<file path="src/exec_config.svh">
// width and latency macros for the execute stage, included by the data package, merge stage and testbench
`ifndef EXEC_CONFIG_SVH
`define EXEC_CONFIG_SVH

// data word width
// operands, immediates, results and pc values all use this width
`define EXEC_WORD_W 16

// shift and rotate count width
// the count is taken from the low bits of operand b
`define EXEC_SHAMT_W 4

// cycles from the input strobe to the output strobe
// only the merge stage holds registers
// alu and branch unit are purely combinational
`define EXEC_LATENCY 1

`endif

</file>
<file path="src/execDataPkg.sv">
// plain vector types for data moving through the execute stage, referenced by scoped name
`include "exec_config.svh"

package execDataPkg;

   // one machine word
   // used for register operands, the sign-extended immediate,
   // alu results, the incremented pc and the branch target
   typedef logic [`EXEC_WORD_W-1:0] word_t;

   // shift or rotate count
   // rol, sll, ror and srl read this many low bits of operand b
   typedef logic [`EXEC_SHAMT_W-1:0] shamt_t;

endpackage

</file>
<file path="src/execCtlPkg.sv">
// decoded control encodings handed from decode to the execute stage, referenced by scoped name

package execCtlPkg;

   // base alu operation
   // SUB is operand b minus operand a, as the processor defines it
   // ANDN is a and not b
   // rotates and shifts use the low bits of operand b as the count
   typedef enum logic [2:0] {
      ADD  = 3'b000,
      SUB  = 3'b001,
      XOR  = 3'b010,
      ANDN = 3'b011,
      ROL  = 3'b100,
      SLL  = 3'b101,
      ROR  = 3'b110,
      SRL  = 3'b111
   } aluOp_t;

   // result override applied after the base operation
   // SEQ, SLT and SLE are signed compares of a against b
   // SCO is the carry out of a plus b
   // BTR reverses a, SLBI shifts a up one byte and merges the immediate byte
   typedef enum logic [2:0] {
      NONE = 3'b000,
      SEQ  = 3'b001,
      SLT  = 3'b010,
      SLE  = 3'b011,
      SCO  = 3'b100,
      BTR  = 3'b101,
      SLBI = 3'b110
   } setKind_t;

   // condition tested on register 1
   typedef enum logic [2:0] {
      NEVER  = 3'b000,
      BEQZ   = 3'b001,
      BNEZ   = 3'b010,
      BLTZ   = 3'b011,
      BGEZ   = 3'b100,
      ALWAYS = 3'b101
   } brCond_t;

   // base that the immediate is added to
   // PC_REL uses the incremented pc, REG_REL uses register 1 (jr style)
   typedef enum logic {
      PC_REL  = 1'b0,
      REG_REL = 1'b1
   } pcSel_t;

endpackage

</file>
<file path="src/aluUnit.sv">
// combinational alu datapath of the execute stage, instantiated by executeStage beside branchUnit
`timescale 1ns/1ps

module aluUnit (
   input  execDataPkg::word_t   regData1,
   input  execDataPkg::word_t   regData2,
   input  execDataPkg::word_t   immVal,
   input  logic                 aluSrc,
   input  execCtlPkg::aluOp_t   aluOp,
   input  execCtlPkg::setKind_t setKind,
   output execDataPkg::word_t   aluResult,
   output logic                 aluZero,
   output logic                 aluOfl
);

   localparam int wordW  = $bits(execDataPkg::word_t);
   localparam int shamtW = $bits(execDataPkg::shamt_t);
   // slbi moves a up by one byte
   localparam int byteW  = 8;

   execDataPkg::word_t  opA;
   execDataPkg::word_t  opB;
   execDataPkg::word_t  subOut;
   execDataPkg::word_t  baseOut;
   execDataPkg::word_t  reversed;
   execDataPkg::shamt_t shamt;
   logic [wordW:0]      addWide;
   logic [2*wordW-1:0]  rolWide;
   logic [2*wordW-1:0]  rorWide;
   logic                addOfl;
   logic                subOfl;
   logic                cmpBit;

   // operand b is the register or the sign-extended immediate
   assign opA = regData1;
   assign opB = aluSrc ? immVal : regData2;
   assign shamt = opB[shamtW-1:0];

   // one extra bit keeps the carry for sco
   assign addWide = {1'b0, opA} + {1'b0, opB};
   // reversed operand order on subtract
   assign subOut = opB - opA;

   // rotates shift a doubled copy of a
   // upper half after a left shift, lower half after a right shift
   assign rolWide = {opA, opA} << shamt;
   assign rorWide = {opA, opA} >> shamt;

   // bit 0 of a lands in the msb
   assign reversed = {<<{opA}};

   // signed overflow
   // add overflows when like signs give an unlike sign
   assign addOfl = (opA[wordW-1] == opB[wordW-1]) && (addWide[wordW-1] != opA[wordW-1]);
   // b - a overflows when signs differ and the result leaves the sign of b
   assign subOfl = (opB[wordW-1] != opA[wordW-1]) && (subOut[wordW-1] != opB[wordW-1]);

   // base operations
   always_comb begin
      case (aluOp)
         execCtlPkg::ADD:  baseOut = addWide[wordW-1:0];
         execCtlPkg::SUB:  baseOut = subOut;
         execCtlPkg::XOR:  baseOut = opA ^ opB;
         execCtlPkg::ANDN: baseOut = opA & ~opB;
         execCtlPkg::ROL:  baseOut = rolWide[2*wordW-1:wordW];
         execCtlPkg::SLL:  baseOut = opA << shamt;
         execCtlPkg::ROR:  baseOut = rorWide[wordW-1:0];
         execCtlPkg::SRL:  baseOut = opA >> shamt;
         default:          baseOut = '0;
      endcase
   end

   // single compare bit for the set-type overrides
   always_comb begin
      case (setKind)
         execCtlPkg::SEQ: cmpBit = (opA == opB);
         execCtlPkg::SLT: cmpBit = ($signed(opA) < $signed(opB));
         execCtlPkg::SLE: cmpBit = ($signed(opA) <= $signed(opB));
         execCtlPkg::SCO: cmpBit = addWide[wordW];
         default:         cmpBit = 1'b0;
      endcase
   end

   // final result with the override applied
   always_comb begin
      case (setKind)
         execCtlPkg::NONE: aluResult = baseOut;
         execCtlPkg::SEQ,
         execCtlPkg::SLT,
         execCtlPkg::SLE,
         execCtlPkg::SCO:  aluResult = execDataPkg::word_t'(cmpBit);
         execCtlPkg::BTR:  aluResult = reversed;
         execCtlPkg::SLBI: aluResult = (opA << byteW) | execDataPkg::word_t'(immVal[byteW-1:0]);
         default:          aluResult = baseOut;
      endcase
   end

   // flags
   assign aluZero = (aluResult == '0);
   // overflow only means something for add and subtract
   assign aluOfl = (aluOp == execCtlPkg::ADD) ? addOfl :
                   (aluOp == execCtlPkg::SUB) ? subOfl : 1'b0;

   // compares and carry out may only ever produce 0 or 1
   always_comb begin
      if (setKind inside {execCtlPkg::SEQ, execCtlPkg::SLT, execCtlPkg::SLE, execCtlPkg::SCO}) begin
         setIsBit: assert final (aluResult[wordW-1:1] == '0)
            else $error("aluUnit: set result %h has upper bits", aluResult);
      end
   end

endmodule

</file>
<file path="src/branchUnit.sv">
// combinational branch condition and target unit, instantiated by executeStage beside aluUnit
`timescale 1ns/1ps

module branchUnit (
   input  execDataPkg::word_t  regData1,
   input  execDataPkg::word_t  immVal,
   input  execDataPkg::word_t  incPc,
   input  execCtlPkg::brCond_t brCond,
   input  execCtlPkg::pcSel_t  pcSel,
   output execDataPkg::word_t  brTarget,
   output logic                brTaken
);

   localparam int wordW = $bits(execDataPkg::word_t);

   execDataPkg::word_t targetBase;
   logic               regIsZero;
   logic               regIsNeg;

   // pc-relative branches and jumps add to the incremented pc
   // register jumps add to register 1
   assign targetBase = (pcSel == execCtlPkg::REG_REL) ? regData1 : incPc;

   // carry out is dropped, the address wraps
   assign brTarget = targetBase + immVal;

   // all conditions look at register 1 only
   assign regIsZero = (regData1 == '0);
   assign regIsNeg  = regData1[wordW-1];

   // condition select
   always_comb begin
      case (brCond)
         execCtlPkg::NEVER:  brTaken = 1'b0;
         execCtlPkg::BEQZ:   brTaken = regIsZero;
         execCtlPkg::BNEZ:   brTaken = !regIsZero;
         execCtlPkg::BLTZ:   brTaken = regIsNeg;
         // zero counts as non-negative
         execCtlPkg::BGEZ:   brTaken = !regIsNeg;
         // unconditional jumps
         execCtlPkg::ALWAYS: brTaken = 1'b1;
         default:            brTaken = 1'b0;
      endcase
   end

   // a plain alu instruction decodes to NEVER and must not redirect the pc
   always_comb begin
      if (brCond == execCtlPkg::NEVER) begin
         neverNotTaken: assert final (!brTaken)
            else $error("branchUnit: taken with condition NEVER");
      end
   end

endmodule

</file>
<file path="src/resultMerge.sv">
// output register of the execute stage, captures alu and branch results together on the input strobe
`timescale 1ns/1ps
`include "exec_config.svh"

module resultMerge (
   input  logic               clk,
   input  logic               rstN,
   input  logic               inValid,
   input  execDataPkg::word_t aluResult,
   input  execDataPkg::word_t brTarget,
   input  logic               aluZero,
   input  logic               aluOfl,
   input  logic               brTaken,
   output logic               outValid,
   output logic               zero,
   output logic               ofl,
   output logic               pcSrc,
   output execDataPkg::word_t result,
   output execDataPkg::word_t newPc
);

   // strobe and redirect
   // both drop in any cycle without an input strobe
   always_ff @(posedge clk) begin
      if (!rstN) begin
         outValid <= 1'b0;
         pcSrc    <= 1'b0;
      end else begin
         outValid <= inValid;
         pcSrc    <= inValid & brTaken;
      end
   end

   // record of the strobed item
   // held between strobes so the next stage sees stable data
   always_ff @(posedge clk) begin
      if (!rstN) begin
         result <= '0;
         newPc  <= '0;
         zero   <= 1'b0;
         ofl    <= 1'b0;
      end else if (inValid) begin
         result <= aluResult;
         zero   <= aluZero;
         ofl    <= aluOfl;
         // target is kept even when not taken, pcSrc decides its use
         newPc  <= brTarget;
      end
   end

   // every strobe comes out after the fixed latency
   strobeOut: assert property (@(posedge clk) disable iff (!rstN)
      inValid |-> ##`EXEC_LATENCY outValid)
      else $error("resultMerge: strobe lost");

   // idle input cycles give idle output cycles
   gapOut: assert property (@(posedge clk) disable iff (!rstN)
      !inValid |-> ##`EXEC_LATENCY !outValid)
      else $error("resultMerge: output strobe without input strobe");

   // a redirect always comes with a valid record
   pcSrcValid: assert property (@(posedge clk) disable iff (!rstN)
      pcSrc |-> outValid)
      else $error("resultMerge: pcSrc without outValid");

endmodule

</file>
<file path="src/executeStage.sv">
// top of the execute stage, fed by decode and read by the memory/writeback stage
`timescale 1ns/1ps

module executeStage (
   input  logic                 clk,
   input  logic                 rstN,
   input  logic                 inValid,
   input  execDataPkg::word_t   regData1,
   input  execDataPkg::word_t   regData2,
   input  execDataPkg::word_t   immVal,
   input  execDataPkg::word_t   incPc,
   input  logic                 aluSrc,
   input  execCtlPkg::aluOp_t   aluOp,
   input  execCtlPkg::setKind_t setKind,
   input  execCtlPkg::brCond_t  brCond,
   input  execCtlPkg::pcSel_t   pcSel,
   output logic                 outValid,
   output execDataPkg::word_t   result,
   output logic                 zero,
   output logic                 ofl,
   output execDataPkg::word_t   newPc,
   output logic                 pcSrc
);

   // combinational results ahead of the output register
   execDataPkg::word_t aluResult;
   execDataPkg::word_t brTarget;
   logic               aluZero;
   logic               aluOfl;
   logic               brTaken;

   // datapath
   aluUnit u_alu (
      .regData1  (regData1),
      .regData2  (regData2),
      .immVal    (immVal),
      .aluSrc    (aluSrc),
      .aluOp     (aluOp),
      .setKind   (setKind),
      .aluResult (aluResult),
      .aluZero   (aluZero),
      .aluOfl    (aluOfl)
   );

   // runs on the same inputs in parallel with the alu
   branchUnit u_branch (
      .regData1 (regData1),
      .immVal   (immVal),
      .incPc    (incPc),
      .brCond   (brCond),
      .pcSel    (pcSel),
      .brTarget (brTarget),
      .brTaken  (brTaken)
   );

   // one-cycle output register
   resultMerge u_merge (
      .clk       (clk),
      .rstN      (rstN),
      .inValid   (inValid),
      .aluResult (aluResult),
      .brTarget  (brTarget),
      .aluZero   (aluZero),
      .aluOfl    (aluOfl),
      .brTaken   (brTaken),
      .outValid  (outValid),
      .zero      (zero),
      .ofl       (ofl),
      .pcSrc     (pcSrc),
      .result    (result),
      .newPc     (newPc)
   );

endmodule

</file>
<file path="config.mk">
export PLATFORM = sky130hd
export DESIGN_NAME = executeStage
export DESIGN_NICKNAME = d
export VERILOG_FILES = /design/src/execDataPkg.sv /design/src/execCtlPkg.sv /design/src/aluUnit.sv /design/src/branchUnit.sv /design/src/resultMerge.sv /design/src/executeStage.sv
export VERILOG_INCLUDE_DIRS = /design/src
export SDC_FILE = /design/constraint.sdc
export NUM_CORES = 1
export LEC_CHECK = 0
export CAP_MARGIN = 0
export CORE_ASPECT_RATIO = 0.5
export CORE_MARGIN = 2
export CORE_UTILIZATION = 62
export CTS_CLUSTER_SIZE = 30
export DETAILED_ROUTE_END_ITERATION = 10
export DONT_BUFFER_PORTS = 1
export MAX_ROUTING_LAYER = met4
export PLACE_DENSITY_LB_ADDON = 0.08
export SETUP_SLACK_MARGIN = 0.5
export SYNTH_ARGS = -nofsm -noshare
export SYNTH_HDL_FRONTEND = slang
export SYNTH_SLANG_ARGS = --single-unit
</file>
<file path="constraint.sdc">
create_clock -name clk -period 13.3 [get_ports clk]
set_clock_uncertainty 0.1 [all_clocks]
set_input_delay 1.995 -clock clk [delete_from_list [all_inputs] [get_ports clk]]
set_output_delay 1.995 -clock clk [all_outputs]
set_load 0.1 [all_outputs]
</file>
==> key figures, run 1 <==
STA
  – Final setup vio count: 0
  – Crit share post-route: 50.22%
  – RSZ-0062 raised after global routing: false
  – Peak Freq: 0.1497 GHz
  – Slew Limit Fails: 0
  – Setup TNS: 0 ps
  – Crit path time final: 6679 ps
  – Final hold viol count: 0
  – Min Hold Slack: 850.3 ps
  – Worst Tran Pin Value: 1174 ps
  – Max-Slew Margin vs Limit: 21.65%

Routing
  – Met3 wire length: 5.561 mm
  – 1st-pass router iterations: 7
  – Via count: 8,247
  – Met2 wire length: 11.83 mm
  – M1 wire length: 12.57 mm
  – Via/cell ratio: 7.622
  – DRC viols: 0
  – 1st-iter DRT viols: 1,482
  – Routed wire length: 31.36 mm
  – Routed Antenna Nets: 0
  – Avg WL per Cell: 28.98 um
  – Max layer used: met4

Power
  – Leakage: 3.032 nW
  – Power per cell area: 86.79 nW/um^2
  – Worst vdd ir: 0.08992 mV

Floorplanning
  – Row cnt: 28
  – Die H: 80.90 um
  – I/O pin count: 114
  – Core area: 11,670 sq um
  – Die ar.: 12,760 sq um
  – Die X: 157.8 um
  – Initial Utilization: 62.85%

Critical path
  – Worst-path cell chain: mux2i_4, buf_4, clkinv_1, fa_1, a211oi_1, o21bai_1, o21a_1, xnor2_1, o22ai_1, o32a_1, nor4b_2, nand4b_1, nor4_1, a32o_1
  – Crit path kind: in2reg
  – Crit. End Element: register
  – WP data arrival: 6810 ps
  – CP startpoint: aluSrc
  – CP peak stage delay: 890 ps
  – Worst r2r src: u_merge.result[4]$_SDFFE_PN0P_
  – Reg-to-reg slack, setup: 11,250 ps
  – Crit path required time: 13,430 ps
  – Worst path slowest cell: clkinv_1
  – Crit Path Max Fanout: 30
  – CP Launch Type: input pin

Clock network
  – Worst-path clk slew: 60 ps
  – # Post-CTS Setup Buffers: 0
  – CTS Buffer Depth: 2
  – H-tree level count: 2
  – Clk_lat worst skew: 290 ps
  – Clk root buf: clkbuf_16
  – TritonCTS clock tree: done
  – Clock sinks: 36
  – Cts repair resizes: 0
  – Post-CTS Hold Buffers: 0
  – Num CTS Buffers: 5

Global route
  – GRT Residual Overflow: 0
  – First-pass GRT wire length: 45.42 mm
  – Pin count of the biggest net entering global routing: 45
  – Vias in the first global route: 7,391
  – Initial antenna violation count: 0
  – Total GRT Usage: 49.68%

Final layout
  – ANT cells: 0
  – Share of cells above drive strength 1: 8.397%
  – Final instance area: 7458 sq um
  – # fillers: 1,051
  – Finished Layout Cells: 1,082
  – Nets: 1,061
  – Storage cell area: 720.7 sq um
  – Area growth syn-to-layout: 1.724%
  – Layout Utilization: 63.93%
  – Area of the multi-input gates: 6076 sq um

Yosys
  – Ys flop type: dfxtp_1
  – Ys Warns: 0
  – Synth Instances: 983
  – Top cell type by total area after synthesis: ha_1
  – Synth top area cells: ha_1, dfxtp_1, mux2i_1
  – Register bit total from synthesis: 36
  – Sequential share of the synthesized area: 9.829%
  – Mapped Nets: 1,128
  – Syn Std Cell Area: 7332 sq um
  – Most frequent cell after synthesis: nor2_1
  – Post-synth EDFFs: 0
  – Post-synth ARST share: 0%
  – Yosys top cell area share: 10.92%
  – Most common library cells after synthesis: nor2_1, nand2_1, clkbuf_1
  – Post-synthesis average cell area: 7.459 sq um
  – Yosys cell types: 76

Outcome
  – Status: finished clean

Hold path
  – Hold Crit Class: reg2reg
  – Min-delay src: u_merge.newPc[10]$_SDFFE_PN0P_

Run
  – Max-cap violation count: 0

Placement
  – Placed Cells: 1,074
  – Gp weighted congestion: 1.146
  – Placed Area: 7306 sq um
  – HPWL Detailed: 23.44 mm
  – Buffers on Ports: 0
flip-flops by register name (all words and copies together), names as in the netlist:
| signal | flops |
|---|---|
| u_merge.result | 16 |
| u_merge.newPc | 16 |
| u_merge.zero | 1 |
| u_merge.pcSrc | 1 |
| u_merge.ofl | 1 |
| u_merge.outValid | 1 |
layout by cell type (no fill, tap or decap), types with 6 or more instances in the layout:
master	n
mux2i_1	63
buf_4	9
o21a_1	6
o221ai_1	9
or3_1	16
a22o_1	14
xor2_1	6
a21o_1	8
mux2_2	16
nand2_1	75
nor2_1	93
nand4_1	7
nand3_1	20
a31oi_1	18
o31ai_1	7
o22ai_1	10
o21ai_0	47
nor2b_1	12
nand2b_1	9
inv_1	59
nor4_1	14
ha_1	64
o211ai_1	12
a211oi_1	15
and3_1	7
a21oi_1	62
a22oi_1	11
mux4_2	27
dfxtp_1	36
nor3_1	30
xnor2_1	20
power by group:
group	internal [W]	total, W	switching, W
logic	0.000130	0.000322	0.000192
registers	0.000118	0.000200	0.0000818
clock network	0.0000750	0.000126	0.0000513
total	0.000322	0.000647	0.000325
through the flow:
step | total power, W | worst slack [ps]
2_1_floorplan | 0.0004450 | 7461
3_3_place_gp | 0.0005024 | 6614
3_5_place_dp | 0.0005063 | 6453
4_1_cts | 0.0006315 | 6745
5_1_grt | 0.0006709 | 6299
6_report | 0.0006473 | 6621
layout make-up:
type | count | share of cell area [%]
multi-input cells | 802 | 81.46
flip-flops and latches | 36 | 9.663
inverters | 62 | 3.154
well taps | 165 | 2.768
clock buffers | 6 | 1.862
repair buffers | 9 | 0.9059
clock inverters | 2 | 0.1845
cell families after synthesis:
group	Yosys count	share of synthesized area, %
flip-flops	36	9.829
adder cells (fa/ha/maj)	67	11.74
AO/OA/AOI/OAI	288	27.07
AND/OR/NAND/NOR	312	20.73
multiplexers	109	19.93
XOR/XNOR	26	3.106
buffers and inverters	145	7.594
layer usage:
| metal | track usage (%) | vias up |
|---|---|---|
| li1 | - | 3555 |
| met1 | 65.26 | 3822 |
| met2 | 66.13 | 732 |
| met3 | 20.86 | 138 |
| met4 | 20.91 | 0 |
| met5 | - | - |
final timing paths:
path,to,cells after the start
max reg2reg,u_merge.result[4]$_SDFFE_PN0P_,2
min,u_merge.newPc[10]$_SDFFE_PN0P_,2
min reg2reg,u_merge.newPc[10]$_SDFFE_PN0P_,2
max,u_merge.zero$_SDFFE_PN0P_,14
critical path, delay by kind of cell:
kind                     cells  cell delay (ps)
AO/OA/AOI/OAI                6             1540
adder cells (fa/ha/maj)      1              830
buffers and inverters        2             1280
XOR/XNOR                     1              130
AND/OR/NAND/NOR              3              780
multiplexers                 1              230
Note: power is estimated with default switching activity, not from simulation.
==> inputs of run 2 (changes only) <==
==> constraint.sdc (replaced) <==
create_clock -name clk -period 6.9 [get_ports clk]
set_clock_uncertainty 0.1 [all_clocks]
set_input_delay 1.035 -clock clk [delete_from_list [all_inputs] [get_ports clk]]
set_output_delay 1.035 -clock clk [all_outputs]
set_load 0.1 [all_outputs]
==> key figures, run 2 (synthesized netlist as in run 1, its figures left out) <==
Global route
  – Initial antenna violation count: 0 (unchanged)
  – Total GRT Usage: 50.47% (+0.79 points)
  – Vias in the first global route: 7,564 (+2.3%)
  – GRT Residual Overflow: 0 (unchanged)
  – First-pass GRT wire length: 46.51 mm (+2.4%)
  – Pin count of the biggest net entering global routing: 45 (unchanged)

Clock network
  – Post-CTS Hold Buffers: 0 (unchanged)
  – Cts repair resizes: 0 (unchanged)
  – Worst-path clk slew: 60 ps (about the same)
  – Clk root buf: clkbuf_16
  – Num CTS Buffers: 5 (unchanged)
  – Clock sinks: 36 (unchanged)
  – H-tree level count: 2 (unchanged)
  – TritonCTS clock tree: done
  – Clk_lat worst skew: 280 ps (about the same)
  – # Post-CTS Setup Buffers: 0 (unchanged)
  – CTS Buffer Depth: 2 (unchanged)

Routing
  – Via count: 8,349 (+1.2%)
  – Via/cell ratio: 7.695 (+0.96%)
  – 1st-pass router iterations: 7 (unchanged)
  – 1st-iter DRT viols: 1,556 (+5.0%)
  – Routed wire length: 31.66 mm (+0.95%)
  – Routed Antenna Nets: 0 (unchanged)
  – Avg WL per Cell: 29.18 um (+0.67%)
  – DRC viols: 0 (unchanged)

Floorplanning
  – Core area: 11,670 sq um (unchanged)
  – Row cnt: 28 (unchanged)
  – Initial Utilization: 62.85% (unchanged)
  – Die H: 80.90 um (unchanged)
  – Die X: 157.8 um (unchanged)
  – Die ar.: 12,760 sq um (unchanged)
  – I/O pin count: 114 (unchanged)

STA
  – Min Hold Slack: 753.6 ps (-96.73 ps)
  – Final setup vio count: 0 (unchanged)
  – Worst Tran Pin Value: 1222 ps (+48.25 ps)
  – Crit share post-route: 71.70%
  – Setup TNS: 0 ps (unchanged)
  – Final WS setup: 1953 ps (-4668 ps)
  – Max-Slew Margin vs Limit: 17.91% (-3.7 points)
  – Crit path time final: 4947 ps
  – Slew Limit Fails: 0 (unchanged)
  – Peak Freq: 0.2021 GHz
  – RSZ-0062 raised after global routing: false
  – Final hold viol count: 0 (unchanged)

Critical path
  – R2R Path End: u_merge.result[6]$_SDFFE_PN0P_
  – Crit. End Element: register
  – CP startpoint: aluSrc
  – Crit path required time: 6980 ps (-6450 ps)
  – Reg-to-reg slack, setup: 5080 ps (-6170 ps)
  – Cell count of the worst reg-to-reg path: 2 (unchanged)
  – Crit Path Max Fanout: 16 (-47%)
  – WP data arrival: 5030 ps (-1780 ps)
  – Crit path capture: u_merge.result[13]$_SDFFE_PN0P_
  – Worst r2r src: u_merge.result[6]$_SDFFE_PN0P_
  – Crit path kind: in2reg
  – CP Launch Type: input pin

Final layout
  – Most common cell after layout, fill and taps aside: nor2_1
  – # fillers: 1,037 (-1.3%)
  – ANT cells: 0 (unchanged)
  – Share of cells above drive strength 1: 8.587% (+0.19 points)
  – Storage cell area: 720.7 sq um (unchanged)
  – Area of the multi-input gates: 6071 sq um (about the same)
  – Area growth syn-to-layout: 1.843%
  – Nets: 1,064 (+0.28%)
  – Most frequent cells in the layout: nor2_1, nand2_1, ha_1, mux2i_1, a21oi_1
  – Biggest regs: u_merge.newPc x16, u_merge.result x16

Power
  – Leakage: 3.042 nW (+0.31%)
  – Worst vdd ir: 0.2467 mV (+170%)
  – Power per cell area: 165.0 nW/um^2 (+90%)
  – Total Power: 0.001232 W (+90%)

Placement
  – Buffers on Ports: 0 (unchanged)
  – HPWL Detailed: 23.50 mm (+0.26%)
  – Dpl ws: 1877 ps (-4576 ps)
  – Gp weighted congestion: 1.112 (-3.0%)

Run
  – Max-cap violation count: 0 (unchanged)

Hold path
  – Hold Crit Class: in2reg
  – Hold Crit Depth: 1 (-1)

Outcome
  – Status: finished clean
[run 2: layout make-up]
cell class | count | share of cell area (%)
Timing Repair Buffer | 12 | 1.206
Multi-Input combinational cell | 802 | 81.30
Inverter | 62 | 3.150
Tap cell | 165 | 2.765
Clock inverter | 3 | 0.2513
Clock buffer | 5 | 1.676
Sequential cell | 36 | 9.651
[run 2: per-layer routing]
metal	global-route usage [%]	vias up	routed length, um
met2	69.26	748	12040
met4	17.27	0	1448
li1	-	3553	-
met3	20.06	140	5541
met5	-	-	0
met1	66.82	3908	12630
[run 2: worst max-delay path, stage by stage]
cell       delay [ps]
mux2i_4           280
clkinv_1          410
ha_1              490
nor2b_1           170
o2111a_1          270
o31ai_1           590
o21ai_0           350
a2111oi_0         510
a2bb2oi_1         290
nor3_1             90
o21ai_0           160
nor2_1            100
a211oi_1          270
[run 2: per-stage QoR]
step / utilization (%) / std cells / cell area [sq um]
after floorplan: - / 983 / 7332
after global placement: 62.77 / 1077 / 7323
after detailed placement: 62.77 / 1077 / 7323
after CTS: 64.01 / 1085 / 7467
after global routing: 64.01 / 1085 / 7467
final: 64.01 / 1085 / 7467
[run 2: power breakdown]
part	switching [W]	internal, W
Sequential	0.000153	0.000227
Clock	0.0000826	0.000133
Combinational	0.000384	0.000252
[run 2: worst min path at each step]
stage / slack (ps) / endpoint / start
floorplan: 800 / u_merge.newPc[11]$_SDFFE_PN0P_ / u_merge.newPc[11]$_SDFFE_PN0P_
CTS: 750 / u_merge.result[4]$_SDFFE_PN0P_ / inValid
finish: 750 / u_merge.result[4]$_SDFFE_PN0P_ / inValid
global route: 750 / u_merge.newPc[1]$_SDFFE_PN0P_ / inValid
detailed placement: 820 / u_merge.newPc[10]$_SDFFE_PN0P_ / u_merge.newPc[10]$_SDFFE_PN0P_
global placement: 820 / u_merge.newPc[10]$_SDFFE_PN0P_ / u_merge.newPc[10]$_SDFFE_PN0P_
